==> config.mk <==
export PLATFORM = sky130hd
export DESIGN_NAME = calc_top
export DESIGN_NICKNAME = d
export VERILOG_FILES = /design/src/design/calc_pkg.sv /design/src/design/calc_ctrl.sv /design/src/design/int_regfile.sv /design/src/design/operand_bypass.sv /design/src/design/pipe_int.sv /design/src/design/pipe_mul.sv /design/src/design/completion_pipe.sv /design/src/design/calc_top.sv
export SDC_FILE = /design/constraint.sdc
export NUM_CORES = 2
export LEC_CHECK = 0
export BUFFER_PORTS_ARGS = -buffer_cell sky130_fd_sc_hd__buf_4
export CAP_MARGIN = 5
export CORE_UTILIZATION = 40
export DETAILED_ROUTE_END_ITERATION = 10
export PLACE_DENSITY = 0.66
export REMOVE_ABC_BUFFERS = 1
export SLEW_MARGIN = 25
export SYNTH_ARGS = -nofsm -noshare
export SYNTH_HDL_FRONTEND = slang
export SYNTH_HIERARCHICAL = 1
export SYNTH_SLANG_ARGS = --single-unit
==> constraint.sdc <==
create_clock -name clk_i -period 13.75 [get_ports clk_i]
set_input_delay 2.0625 -clock clk_i [delete_from_list [all_inputs] [get_ports clk_i]]
set_output_delay 2.0625 -clock clk_i [all_outputs]
set_load 0.02 [all_outputs]
==> src/design/calc_pkg.sv <==
//**************************************************************************
// Execute calculator package
// Word and register widths, the opcode set and the fixed commit depth
// shared by the calculator pipeline
//**************************************************************************

`default_nettype none

package calc_pkg;

  localparam int word_width_lp = 32;
  localparam int reg_count_lp  = 32;

  // Edges from issue sample to the cycle with commit_v_o high
  localparam int commit_depth_lp = 3;

  typedef logic [$clog2(reg_count_lp)-1:0] reg_addr_t;
  typedef logic [word_width_lp-1:0]        word_t;

  typedef enum logic [2:0]
  {
    OP_ADD = 3'd0
  , OP_SUB = 3'd1
  , OP_AND = 3'd2
  , OP_OR  = 3'd3
  , OP_XOR = 3'd4
  , OP_SLL = 3'd5
  , OP_LI  = 3'd6
  , OP_MUL = 3'd7
  } calc_op_e;

endpackage

`default_nettype wire

==> src/design/calc_ctrl.sv <==
//**************************************************************************
// Calculator control
// Issue register, decode and the per-stage shift of write valid, rd and
// multiply flag. EX1 poison kills the entry before it can forward or commit
//**************************************************************************

`timescale 1ns/1ps
`default_nettype none

module calc_ctrl
  import calc_pkg::*;
  (
    input  logic      clk_i
  , input  logic      reset_i
  , input  logic      issue_v_i
  , input  calc_op_e  issue_op_i
  , input  reg_addr_t issue_rd_i
  , input  reg_addr_t issue_rs1_i
  , input  reg_addr_t issue_rs2_i
  , input  logic      poison_ex1_i
  , output reg_addr_t isd_rs1_o
  , output reg_addr_t isd_rs2_o
  , output calc_op_e  ex1_op_o
  , output logic      ex1_int_v_o
  , output reg_addr_t ex1_rd_o
  , output logic      ex2_wb_v_o
  , output reg_addr_t ex2_rd_o
  , output logic      mul_sel_o
  , output logic      wb_v_o
  , output reg_addr_t wb_rd_o
  );

  logic      isd_v_r;
  calc_op_e  isd_op_r;
  reg_addr_t isd_rd_r;
  reg_addr_t isd_rs1_r;
  reg_addr_t isd_rs2_r;

  logic      ex1_wr_r;
  logic      ex1_mul_r;
  reg_addr_t ex1_rd_r;
  logic      ex2_wb_r;
  logic      ex2_mul_r;
  reg_addr_t ex2_rd_r;
  logic      wb_v_r;
  reg_addr_t wb_rd_r;

  logic isd_wr;
  logic isd_mul;
  logic ex1_live;

  // Decode in ISD, writes to x0 never count as writers
  assign isd_wr  = isd_v_r & (isd_rd_r != '0);
  assign isd_mul = isd_v_r & (isd_op_r == OP_MUL);

  // Poison drops the EX1 writer in the same cycle
  assign ex1_live = ex1_wr_r & ~poison_ex1_i;

  always_ff @(posedge clk_i)
    begin
      if (reset_i)
        begin
          isd_v_r   <= 1'b0;
          ex1_wr_r  <= 1'b0;
          ex1_mul_r <= 1'b0;
          ex2_wb_r  <= 1'b0;
          ex2_mul_r <= 1'b0;
          wb_v_r    <= 1'b0;
        end
      else
        begin
          isd_v_r   <= issue_v_i;
          ex1_wr_r  <= isd_wr;
          ex1_mul_r <= isd_mul;
          ex2_wb_r  <= ex1_live;
          ex2_mul_r <= ex1_mul_r;
          wb_v_r    <= ex2_wb_r;
        end
    end

  // Instruction fields and stage rd
  always_ff @(posedge clk_i)
    begin
      if (issue_v_i)
        begin
          isd_op_r  <= issue_op_i;
          isd_rd_r  <= issue_rd_i;
          isd_rs1_r <= issue_rs1_i;
          isd_rs2_r <= issue_rs2_i;
        end
      ex1_rd_r <= isd_rd_r;
      ex2_rd_r <= ex1_rd_r;
      wb_rd_r  <= ex2_rd_r;
    end

  assign isd_rs1_o = isd_rs1_r;
  assign isd_rs2_o = isd_rs2_r;

  // Opcode handed to the dispatch register at E1
  assign ex1_op_o = isd_op_r;

  // A MUL result only exists from the EX2 merge on
  assign ex1_int_v_o = ex1_live & ~ex1_mul_r;
  assign ex1_rd_o    = ex1_rd_r;
  assign ex2_wb_v_o  = ex2_wb_r;
  assign ex2_rd_o    = ex2_rd_r;
  assign mul_sel_o   = ex2_mul_r;
  assign wb_v_o      = wb_v_r;
  assign wb_rd_o     = wb_rd_r;

endmodule

`default_nettype wire

==> src/design/int_regfile.sv <==
//**************************************************************************
// Integer register file
// 32 x 32-bit, two combinational write-first read ports, one write port,
// x0 reads as zero
//**************************************************************************

`timescale 1ns/1ps
`default_nettype none

module int_regfile
  import calc_pkg::*;
  (
    input  logic      clk_i
  , input  logic      reset_i
  , input  reg_addr_t rs1_addr_i
  , input  reg_addr_t rs2_addr_i
  , input  logic      wr_v_i
  , input  reg_addr_t wr_addr_i
  , input  word_t     wr_data_i
  , output word_t     rs1_data_o
  , output word_t     rs2_data_o
  );

  word_t rf_r [reg_count_lp];

  always_ff @(posedge clk_i)
    begin
      if (reset_i)
        begin
          for (int i = 0; i < reg_count_lp; i++)
            rf_r[i] <= '0;
        end
      else if (wr_v_i && (wr_addr_i != '0))
        rf_r[wr_addr_i] <= wr_data_i;
    end

  // Same-cycle write wins over the stored value
  function automatic word_t read_port(input reg_addr_t addr);
    if (addr == '0)
      return '0;
    else if (wr_v_i && (wr_addr_i == addr))
      return wr_data_i;
    else
      return rf_r[addr];
  endfunction

  always_comb
    begin
      rs1_data_o = read_port(rs1_addr_i);
      rs2_data_o = read_port(rs2_addr_i);
    end

endmodule

`default_nettype wire

==> src/design/operand_bypass.sv <==
//**************************************************************************
// Operand bypass
// Picks the youngest in-flight result matching each source register,
// falling back to the register file data
//**************************************************************************

`timescale 1ns/1ps
`default_nettype none

module operand_bypass
  import calc_pkg::*;
  (
    input  reg_addr_t rs1_addr_i
  , input  reg_addr_t rs2_addr_i
  , input  word_t     rf_rs1_i
  , input  word_t     rf_rs2_i
  , input  logic      ex1_v_i
  , input  reg_addr_t ex1_rd_i
  , input  word_t     ex1_data_i
  , input  logic      ex2_v_i
  , input  reg_addr_t ex2_rd_i
  , input  word_t     ex2_data_i
  , input  logic      wb_v_i
  , input  reg_addr_t wb_rd_i
  , input  word_t     wb_data_i
  , output word_t     rs1_o
  , output word_t     rs2_o
  );

  // Valids are already clear for x0 and poisoned entries
  function automatic word_t pick(input reg_addr_t addr, input word_t rf_data);
    if (ex1_v_i && (ex1_rd_i == addr))
      return ex1_data_i;
    else if (ex2_v_i && (ex2_rd_i == addr))
      return ex2_data_i;
    else if (wb_v_i && (wb_rd_i == addr))
      return wb_data_i;
    else
      return rf_data;
  endfunction

  always_comb
    begin
      rs1_o = pick(rs1_addr_i, rf_rs1_i);
      rs2_o = pick(rs2_addr_i, rf_rs2_i);
    end

endmodule

`default_nettype wire

==> src/design/pipe_int.sv <==
//**************************************************************************
// Integer pipe
// Dispatch register for operands, opcode and immediate, with the
// one-cycle ALU evaluated in EX1
//**************************************************************************

`timescale 1ns/1ps
`default_nettype none

module pipe_int
  import calc_pkg::*;
  (
    input  logic     clk_i
  , input  logic     reset_i
  , input  calc_op_e issue_op_i
  , input  word_t    issue_imm_i
  , input  word_t    rs1_i
  , input  word_t    rs2_i
  , input  logic     dispatch_v_i
  , output word_t    data_o
  , output word_t    opnd_a_o
  , output word_t    opnd_b_o
  , output calc_op_e op_o
  );

  word_t    imm_isd_r;
  calc_op_e op_r;
  word_t    a_r;
  word_t    b_r;
  word_t    imm_r;

  // Immediate rides alongside the issue register through ISD
  always_ff @(posedge clk_i)
    begin
      if (dispatch_v_i)
        imm_isd_r <= issue_imm_i;
    end

  always_ff @(posedge clk_i)
    begin
      if (reset_i)
        begin
          op_r  <= OP_ADD;
          a_r   <= '0;
          b_r   <= '0;
          imm_r <= '0;
        end
      else
        begin
          op_r  <= issue_op_i;
          a_r   <= rs1_i;
          b_r   <= rs2_i;
          imm_r <= imm_isd_r;
        end
    end

  always_comb
    begin
      case (op_r)
        OP_ADD:  data_o = a_r + b_r;
        OP_SUB:  data_o = a_r - b_r;
        OP_AND:  data_o = a_r & b_r;
        OP_OR:   data_o = a_r | b_r;
        OP_XOR:  data_o = a_r ^ b_r;
        OP_SLL:  data_o = a_r << b_r[4:0];
        OP_LI:   data_o = imm_r;
        // MUL leaves zero in EX2, the product merges later
        default: data_o = '0;
      endcase
    end

  assign opnd_a_o = a_r;
  assign opnd_b_o = b_r;
  assign op_o     = op_r;

endmodule

`default_nettype wire

==> src/design/pipe_mul.sv <==
//**************************************************************************
// Multiply pipe
// Operands captured at the end of EX1, low 32 bits of the product formed
// during EX2 and taken into the commit register at the next edge
//**************************************************************************

`timescale 1ns/1ps
`default_nettype none

module pipe_mul
  import calc_pkg::*;
  (
    input  logic     clk_i
  , input  calc_op_e op_i
  , input  word_t    a_i
  , input  word_t    b_i
  , output word_t    data_o
  );

  word_t a_r;
  word_t b_r;

  // Only a MUL in EX1 toggles the multiplier inputs
  always_ff @(posedge clk_i)
    begin
      if (op_i == OP_MUL)
        begin
          a_r <= a_i;
          b_r <= b_i;
        end
    end

  // Low half of the product
  assign data_o = a_r * b_r;

endmodule

`default_nettype wire

==> src/design/completion_pipe.sv <==
//**************************************************************************
// Completion pipe
// EX2 and commit result registers, merging the multiply result at the
// EX2 to commit boundary and supplying forwarding values
//**************************************************************************

`timescale 1ns/1ps
`default_nettype none

module completion_pipe
  import calc_pkg::*;
  (
    input  logic  clk_i
  , input  logic  reset_i
  , input  word_t int_data_i
  , input  word_t mul_data_i
  , input  logic  mul_sel_i
  , output word_t ex2_next_o
  , output word_t wb_data_o
  );

  word_t ex2_r;
  word_t wb_r;

  // Commit input, also the EX2 forwarding value
  assign ex2_next_o = mul_sel_i ? mul_data_i : ex2_r;

  always_ff @(posedge clk_i)
    begin
      if (reset_i)
        begin
          ex2_r <= '0;
          wb_r  <= '0;
        end
      else
        begin
          ex2_r <= int_data_i;
          wb_r  <= ex2_next_o;
        end
    end

  assign wb_data_o = wb_r;

endmodule

`default_nettype wire

==> src/design/calc_top.sv <==
//**************************************************************************
// Execute calculator top
// Issue register, register file, bypass, integer and multiply pipes and
// the completion pipe, committing every result at a fixed depth
//**************************************************************************

`timescale 1ns/1ps
`default_nettype none

module calc_top
  import calc_pkg::*;
  (
    input  logic      clk_i
  , input  logic      reset_i
  , input  logic      issue_v_i
  , input  calc_op_e  issue_op_i
  , input  reg_addr_t issue_rd_i
  , input  reg_addr_t issue_rs1_i
  , input  reg_addr_t issue_rs2_i
  , input  word_t     issue_imm_i
  , input  logic      poison_ex1_i
  , output logic      commit_v_o
  , output reg_addr_t commit_rd_o
  , output word_t     commit_data_o
  );

  reg_addr_t isd_rs1;
  reg_addr_t isd_rs2;
  calc_op_e  dispatch_op;
  logic      ex1_int_v;
  reg_addr_t ex1_rd;
  logic      ex2_wb_v;
  reg_addr_t ex2_rd;
  logic      mul_sel;
  word_t     rf_rs1;
  word_t     rf_rs2;
  word_t     byp_rs1;
  word_t     byp_rs2;
  word_t     int_data;
  word_t     opnd_a;
  word_t     opnd_b;
  calc_op_e  ex1_op;
  word_t     mul_data;
  word_t     ex2_next;

  calc_ctrl ctrl_inst
    (.clk_i(clk_i)
    ,.reset_i(reset_i)
    ,.issue_v_i(issue_v_i)
    ,.issue_op_i(issue_op_i)
    ,.issue_rd_i(issue_rd_i)
    ,.issue_rs1_i(issue_rs1_i)
    ,.issue_rs2_i(issue_rs2_i)
    ,.poison_ex1_i(poison_ex1_i)
    ,.isd_rs1_o(isd_rs1)
    ,.isd_rs2_o(isd_rs2)
    ,.ex1_op_o(dispatch_op)
    ,.ex1_int_v_o(ex1_int_v)
    ,.ex1_rd_o(ex1_rd)
    ,.ex2_wb_v_o(ex2_wb_v)
    ,.ex2_rd_o(ex2_rd)
    ,.mul_sel_o(mul_sel)
    ,.wb_v_o(commit_v_o)
    ,.wb_rd_o(commit_rd_o)
    );

  // Commit stage writes back at the end of the commit cycle
  int_regfile regfile_inst
    (.clk_i(clk_i)
    ,.reset_i(reset_i)
    ,.rs1_addr_i(isd_rs1)
    ,.rs2_addr_i(isd_rs2)
    ,.wr_v_i(commit_v_o)
    ,.wr_addr_i(commit_rd_o)
    ,.wr_data_i(commit_data_o)
    ,.rs1_data_o(rf_rs1)
    ,.rs2_data_o(rf_rs2)
    );

  operand_bypass bypass_inst
    (.rs1_addr_i(isd_rs1)
    ,.rs2_addr_i(isd_rs2)
    ,.rf_rs1_i(rf_rs1)
    ,.rf_rs2_i(rf_rs2)
    ,.ex1_v_i(ex1_int_v)
    ,.ex1_rd_i(ex1_rd)
    ,.ex1_data_i(int_data)
    ,.ex2_v_i(ex2_wb_v)
    ,.ex2_rd_i(ex2_rd)
    ,.ex2_data_i(ex2_next)
    ,.wb_v_i(commit_v_o)
    ,.wb_rd_i(commit_rd_o)
    ,.wb_data_i(commit_data_o)
    ,.rs1_o(byp_rs1)
    ,.rs2_o(byp_rs2)
    );

  // Issue strobe captures the immediate next to the issue register
  pipe_int pipe_int_inst
    (.clk_i(clk_i)
    ,.reset_i(reset_i)
    ,.issue_op_i(dispatch_op)
    ,.issue_imm_i(issue_imm_i)
    ,.rs1_i(byp_rs1)
    ,.rs2_i(byp_rs2)
    ,.dispatch_v_i(issue_v_i)
    ,.data_o(int_data)
    ,.opnd_a_o(opnd_a)
    ,.opnd_b_o(opnd_b)
    ,.op_o(ex1_op)
    );

  pipe_mul pipe_mul_inst
    (.clk_i(clk_i)
    ,.op_i(ex1_op)
    ,.a_i(opnd_a)
    ,.b_i(opnd_b)
    ,.data_o(mul_data)
    );

  completion_pipe completion_inst
    (.clk_i(clk_i)
    ,.reset_i(reset_i)
    ,.int_data_i(int_data)
    ,.mul_data_i(mul_data)
    ,.mul_sel_i(mul_sel)
    ,.ex2_next_o(ex2_next)
    ,.wb_data_o(commit_data_o)
    );

endmodule

`default_nettype wire

==> reports/qor.txt <==
Status -> finished, final reports clean
Register area share after synthesis -> 42.8%
GR Overflow Total -> 0
Ranking of synthesized cells by area -> edfxtp_1, mux4_2, and2_1
Placed cells -> 9997
Busiest grt layer -> met2
TritonCTS Buffers -> 144
Ys Warns -> 6
Worst-margin pin slew -> 1150 ps
Row count -> 172
Share of layout cells above drive strength 1 -> 15.6%
Mean post-synth cell area -> 12.1 sq um
GPL Wtd Cong -> 0.961
Drt via density -> 6.02
Post-DP HPWL -> 199000 microns
Global-route met2 utilization -> 41.8%
Unique cell type count in the Yosys netlist -> 97
Post-CTS setup buffers -> 0
Worst r2r src -> pipe_mul_inst/b_r[7]
Yosys top cell by area -> edfxtp_1
Vias -> 61799
Fillcell total -> 20024
Nets -> 7868
CTS root buffer -> clkbuf_16
Global-route wire length before repair -> 433000 microns
Pwr Density -> 127 mW/mm^2
Finished Core Util -> 44.0%
Final Skew -> 49.8 ps
Post-CTS Hold Fix Bufs -> 0
Post-DRT Antenna Nets -> 0
RSZ-0062 raised after global routing -> no
CTS tree -> built
Peak Freq -> 118 MHz
Post-synth ARST share -> 0%
Synth top area share -> 38.6%
Post-layout instance area -> 0.0966 sq mm
DR DRC count -> 0
Layout Cells excl Fill -> 10261
Synth Cell Area -> 0.0885 sq mm
Crit end category -> flip-flop
Worst setup path start -> pipe_mul_inst/b_r[7]
Antenna violations before repair -> 16
CP startpoint kind -> flip-flop
Die area -> 0.223 sq mm
PostCTS Resize Cnt -> 0
Initial Utilization -> 40.3%
Iteration-0 DRC Markers -> 7649
Clk sinks -> 1322
Synth Flop Type -> edfxtp_1
Reg2reg end -> pipe_int_inst/opnd_a_o[31]
Hold Vio Cnt, Final -> 0
Maximum VDD drop -> 0.126 mV
CTS H-tree lvls -> 4
Number of global-route vias before repair -> 61949
Reg2reg setup slack -> 5250 ps
GRT Resource Usage Total -> 26.5%
DR pass1 iterations -> 6
Critical Path End -> pipe_int_inst/opnd_a_o[31]
Rel. slew slack -> 23.6%
Final setup fails -> 0
Port Buffer Count -> 91
Cell leakage power -> 37.2 nW
CP Max Fanout -> 25
Final WL -> 299000 microns
Top Ports -> 92
Core area -> 0.220 sq mm
Die H -> 472 microns
Routed len/inst -> 29.1 microns
Max-slew violation count -> 0
Clock Pin Slew Worst Setup and Hold Paths -> 60 ps
Syn Inst Count -> 7336
Met3 Use GR -> 6.65%
Largest net degree at the start of global routing -> 104
FF+latch count, synth -> 1322
Worst Hold Launch -> ctrl_inst/isd_rd_r[2]
CP Data Required Time -> 14390 ps
Clk_lat worst skew -> 810 ps
Number of synthesized flops with an enable pin -> 1138
R2R cell count -> 25
MaxCap Viol Count -> 0
Crit path DAT -> 9140 ps
Final period util -> 61.8%
Minimum clock period -> 8500 ps
Die Span X -> 472 microns
CTS Buffer Depth -> 3
GR Layer Usage met1 -> 34.9%
Placed cell areas -> 0.0921 sq mm
Synth-to-Final Area Change -> 9.15%
HP Class -> reg -> reg
Setup CP Type -> reg -> reg
metrics by stage:
step                      total power (W)  TNS [ps]  setup slack [ps]  hold slack (ps)
after detailed placement          0.00847         0              5370              359
after floorplan                   0.00724    -23010              -536              349
after CTS                          0.0122         0              5300              375
after global routing               0.0127         0              4880              390
after global placement            0.00843         0              5400              360
final                              0.0123         0              5250              373
cells in the final DEF (no fill, tap or decap), types with 26 or more instances in the layout:
cell and instances:
buf_4 287, mux2_4 30, xnor2_1 127, a2111oi_0 27
o22ai_1 64, clkinv_1 32, fa_1 409, inv_1 454
a22oi_1 140, nor2_1 96, conb_1 32, nand3_1 32
a22o_1 59, o221ai_1 52, a211oi_1 26, xor2_1 43
o21ai_0 157, ha_1 220, nor2b_1 179, nand2_1 421
clkbuf_1 31, and2_1 1369, a221oi_2 60, dfxtp_1 177
nor2_2 35, a21oi_1 169, mux4_2 401, o21ai_1 79
o211ai_1 30, edfxtp_1 1138, clkbuf_16 147, mux2i_1 343
worst max-delay path, stage by stage (launching register included):
cell and delay [ps]:
edfxtp_1 1000, and2_1 260, fa_1 440, fa_1 510, fa_1 530, inv_1 50, fa_1 490, inv_1 60
fa_1 500, inv_1 60, fa_1 540, inv_1 50, fa_1 490, fa_1 420, ha_1 370, a21o_1 210
a21oi_1 190, o21a_1 150, o21ai_0 100, a211oi_1 730, o31ai_1 250, xnor2_1 180, mux2_2 290, o21ai_0 200
o21ai_1 80, nor2b_1 160
flip-flops by register name, indices dropped and copies added, names as in the netlist, 32 cells and up:
register and count:
regfile_inst/rf_r 1024, completion_inst/ex2_r 32, completion_inst/wb_data_o 32, pipe_int_inst/imm_isd_r 32, pipe_int_inst/imm_r 32, pipe_int_inst/opnd_a_o 32
pipe_int_inst/opnd_b_o 32, pipe_mul_inst/a_r 32, pipe_mul_inst/b_r 32
how the worst min path moves through the flow:
| stage | to | cells past startpoint |
|---|---|---|
| after CTS | ctrl_inst/ex1_rd_o[2] | 0 |
| final | ctrl_inst/ex1_rd_o[2] | 0 |
| after floorplan | ctrl_inst/ex1_rd_o[3] | 0 |
| after global routing | ctrl_inst/wb_rd_o[3] | 0 |
| after detailed placement | ctrl_inst/ex1_rd_o[2] | 0 |
| after global placement | ctrl_inst/ex1_rd_o[0] | 0 |
routing by layer:
layer | up-vias | share of wire [%]
met5 | - | 0.022
met4 | 8 | 4.1
met3 | 715 | 11
met2 | 3616 | 46
met1 | 31613 | 39
li1 | 25847 | -
cell usage after synthesis, drive strengths merged (59+ instances only):
master / n
xnor2: 127
o21ai: 237
inv: 456
clkbuf: 452
mux4: 401
a221oi: 70
nand2: 421
nor2: 135
ha: 220
mux2i: 343
o22ai: 64
and2: 1370
buf: 170
a22o: 59
a21oi: 174
edfxtp: 1138
a22oi: 140
fa: 409
dfxtp: 184
nor2b: 184
cell type report:
type / count / area, sq um / area share [%]
diodes: 7 / 17.5 / 0.0181
clock buffers: 180 / 3820 / 3.96
clock inverters: 77 / 662 / 0.685
inverters: 457 / 1720 / 1.78
multi-input cells: 4966 / 46500 / 48.2
flip-flops and latches: 1322 / 37900 / 39.2
well taps: 2958 / 3700 / 3.83
repair buffers: 294 / 2300 / 2.38
cell families after synthesis:
group                    count (synthesis)  synth area share, %
flip-flops                            1322                 42.8
multiplexers                           793                 14.8
buffers and inverters                 1079                 5.01
other                                    1              0.00424
AO/OA/AOI/OAI                         1058                 8.72
XOR/XNOR                               171                 1.71
adder cells (fa/ha/maj)                629                 12.4
AND/OR/NAND/NOR                       2283                 14.6
power breakdown:
group / switching (W) / internal [W]
combinational: 0.00234 / 0.00146
sequential: 0.000174 / 0.00454
clock: 0.00169 / 0.00207
Note: power is estimated with default switching activity, not from simulation.
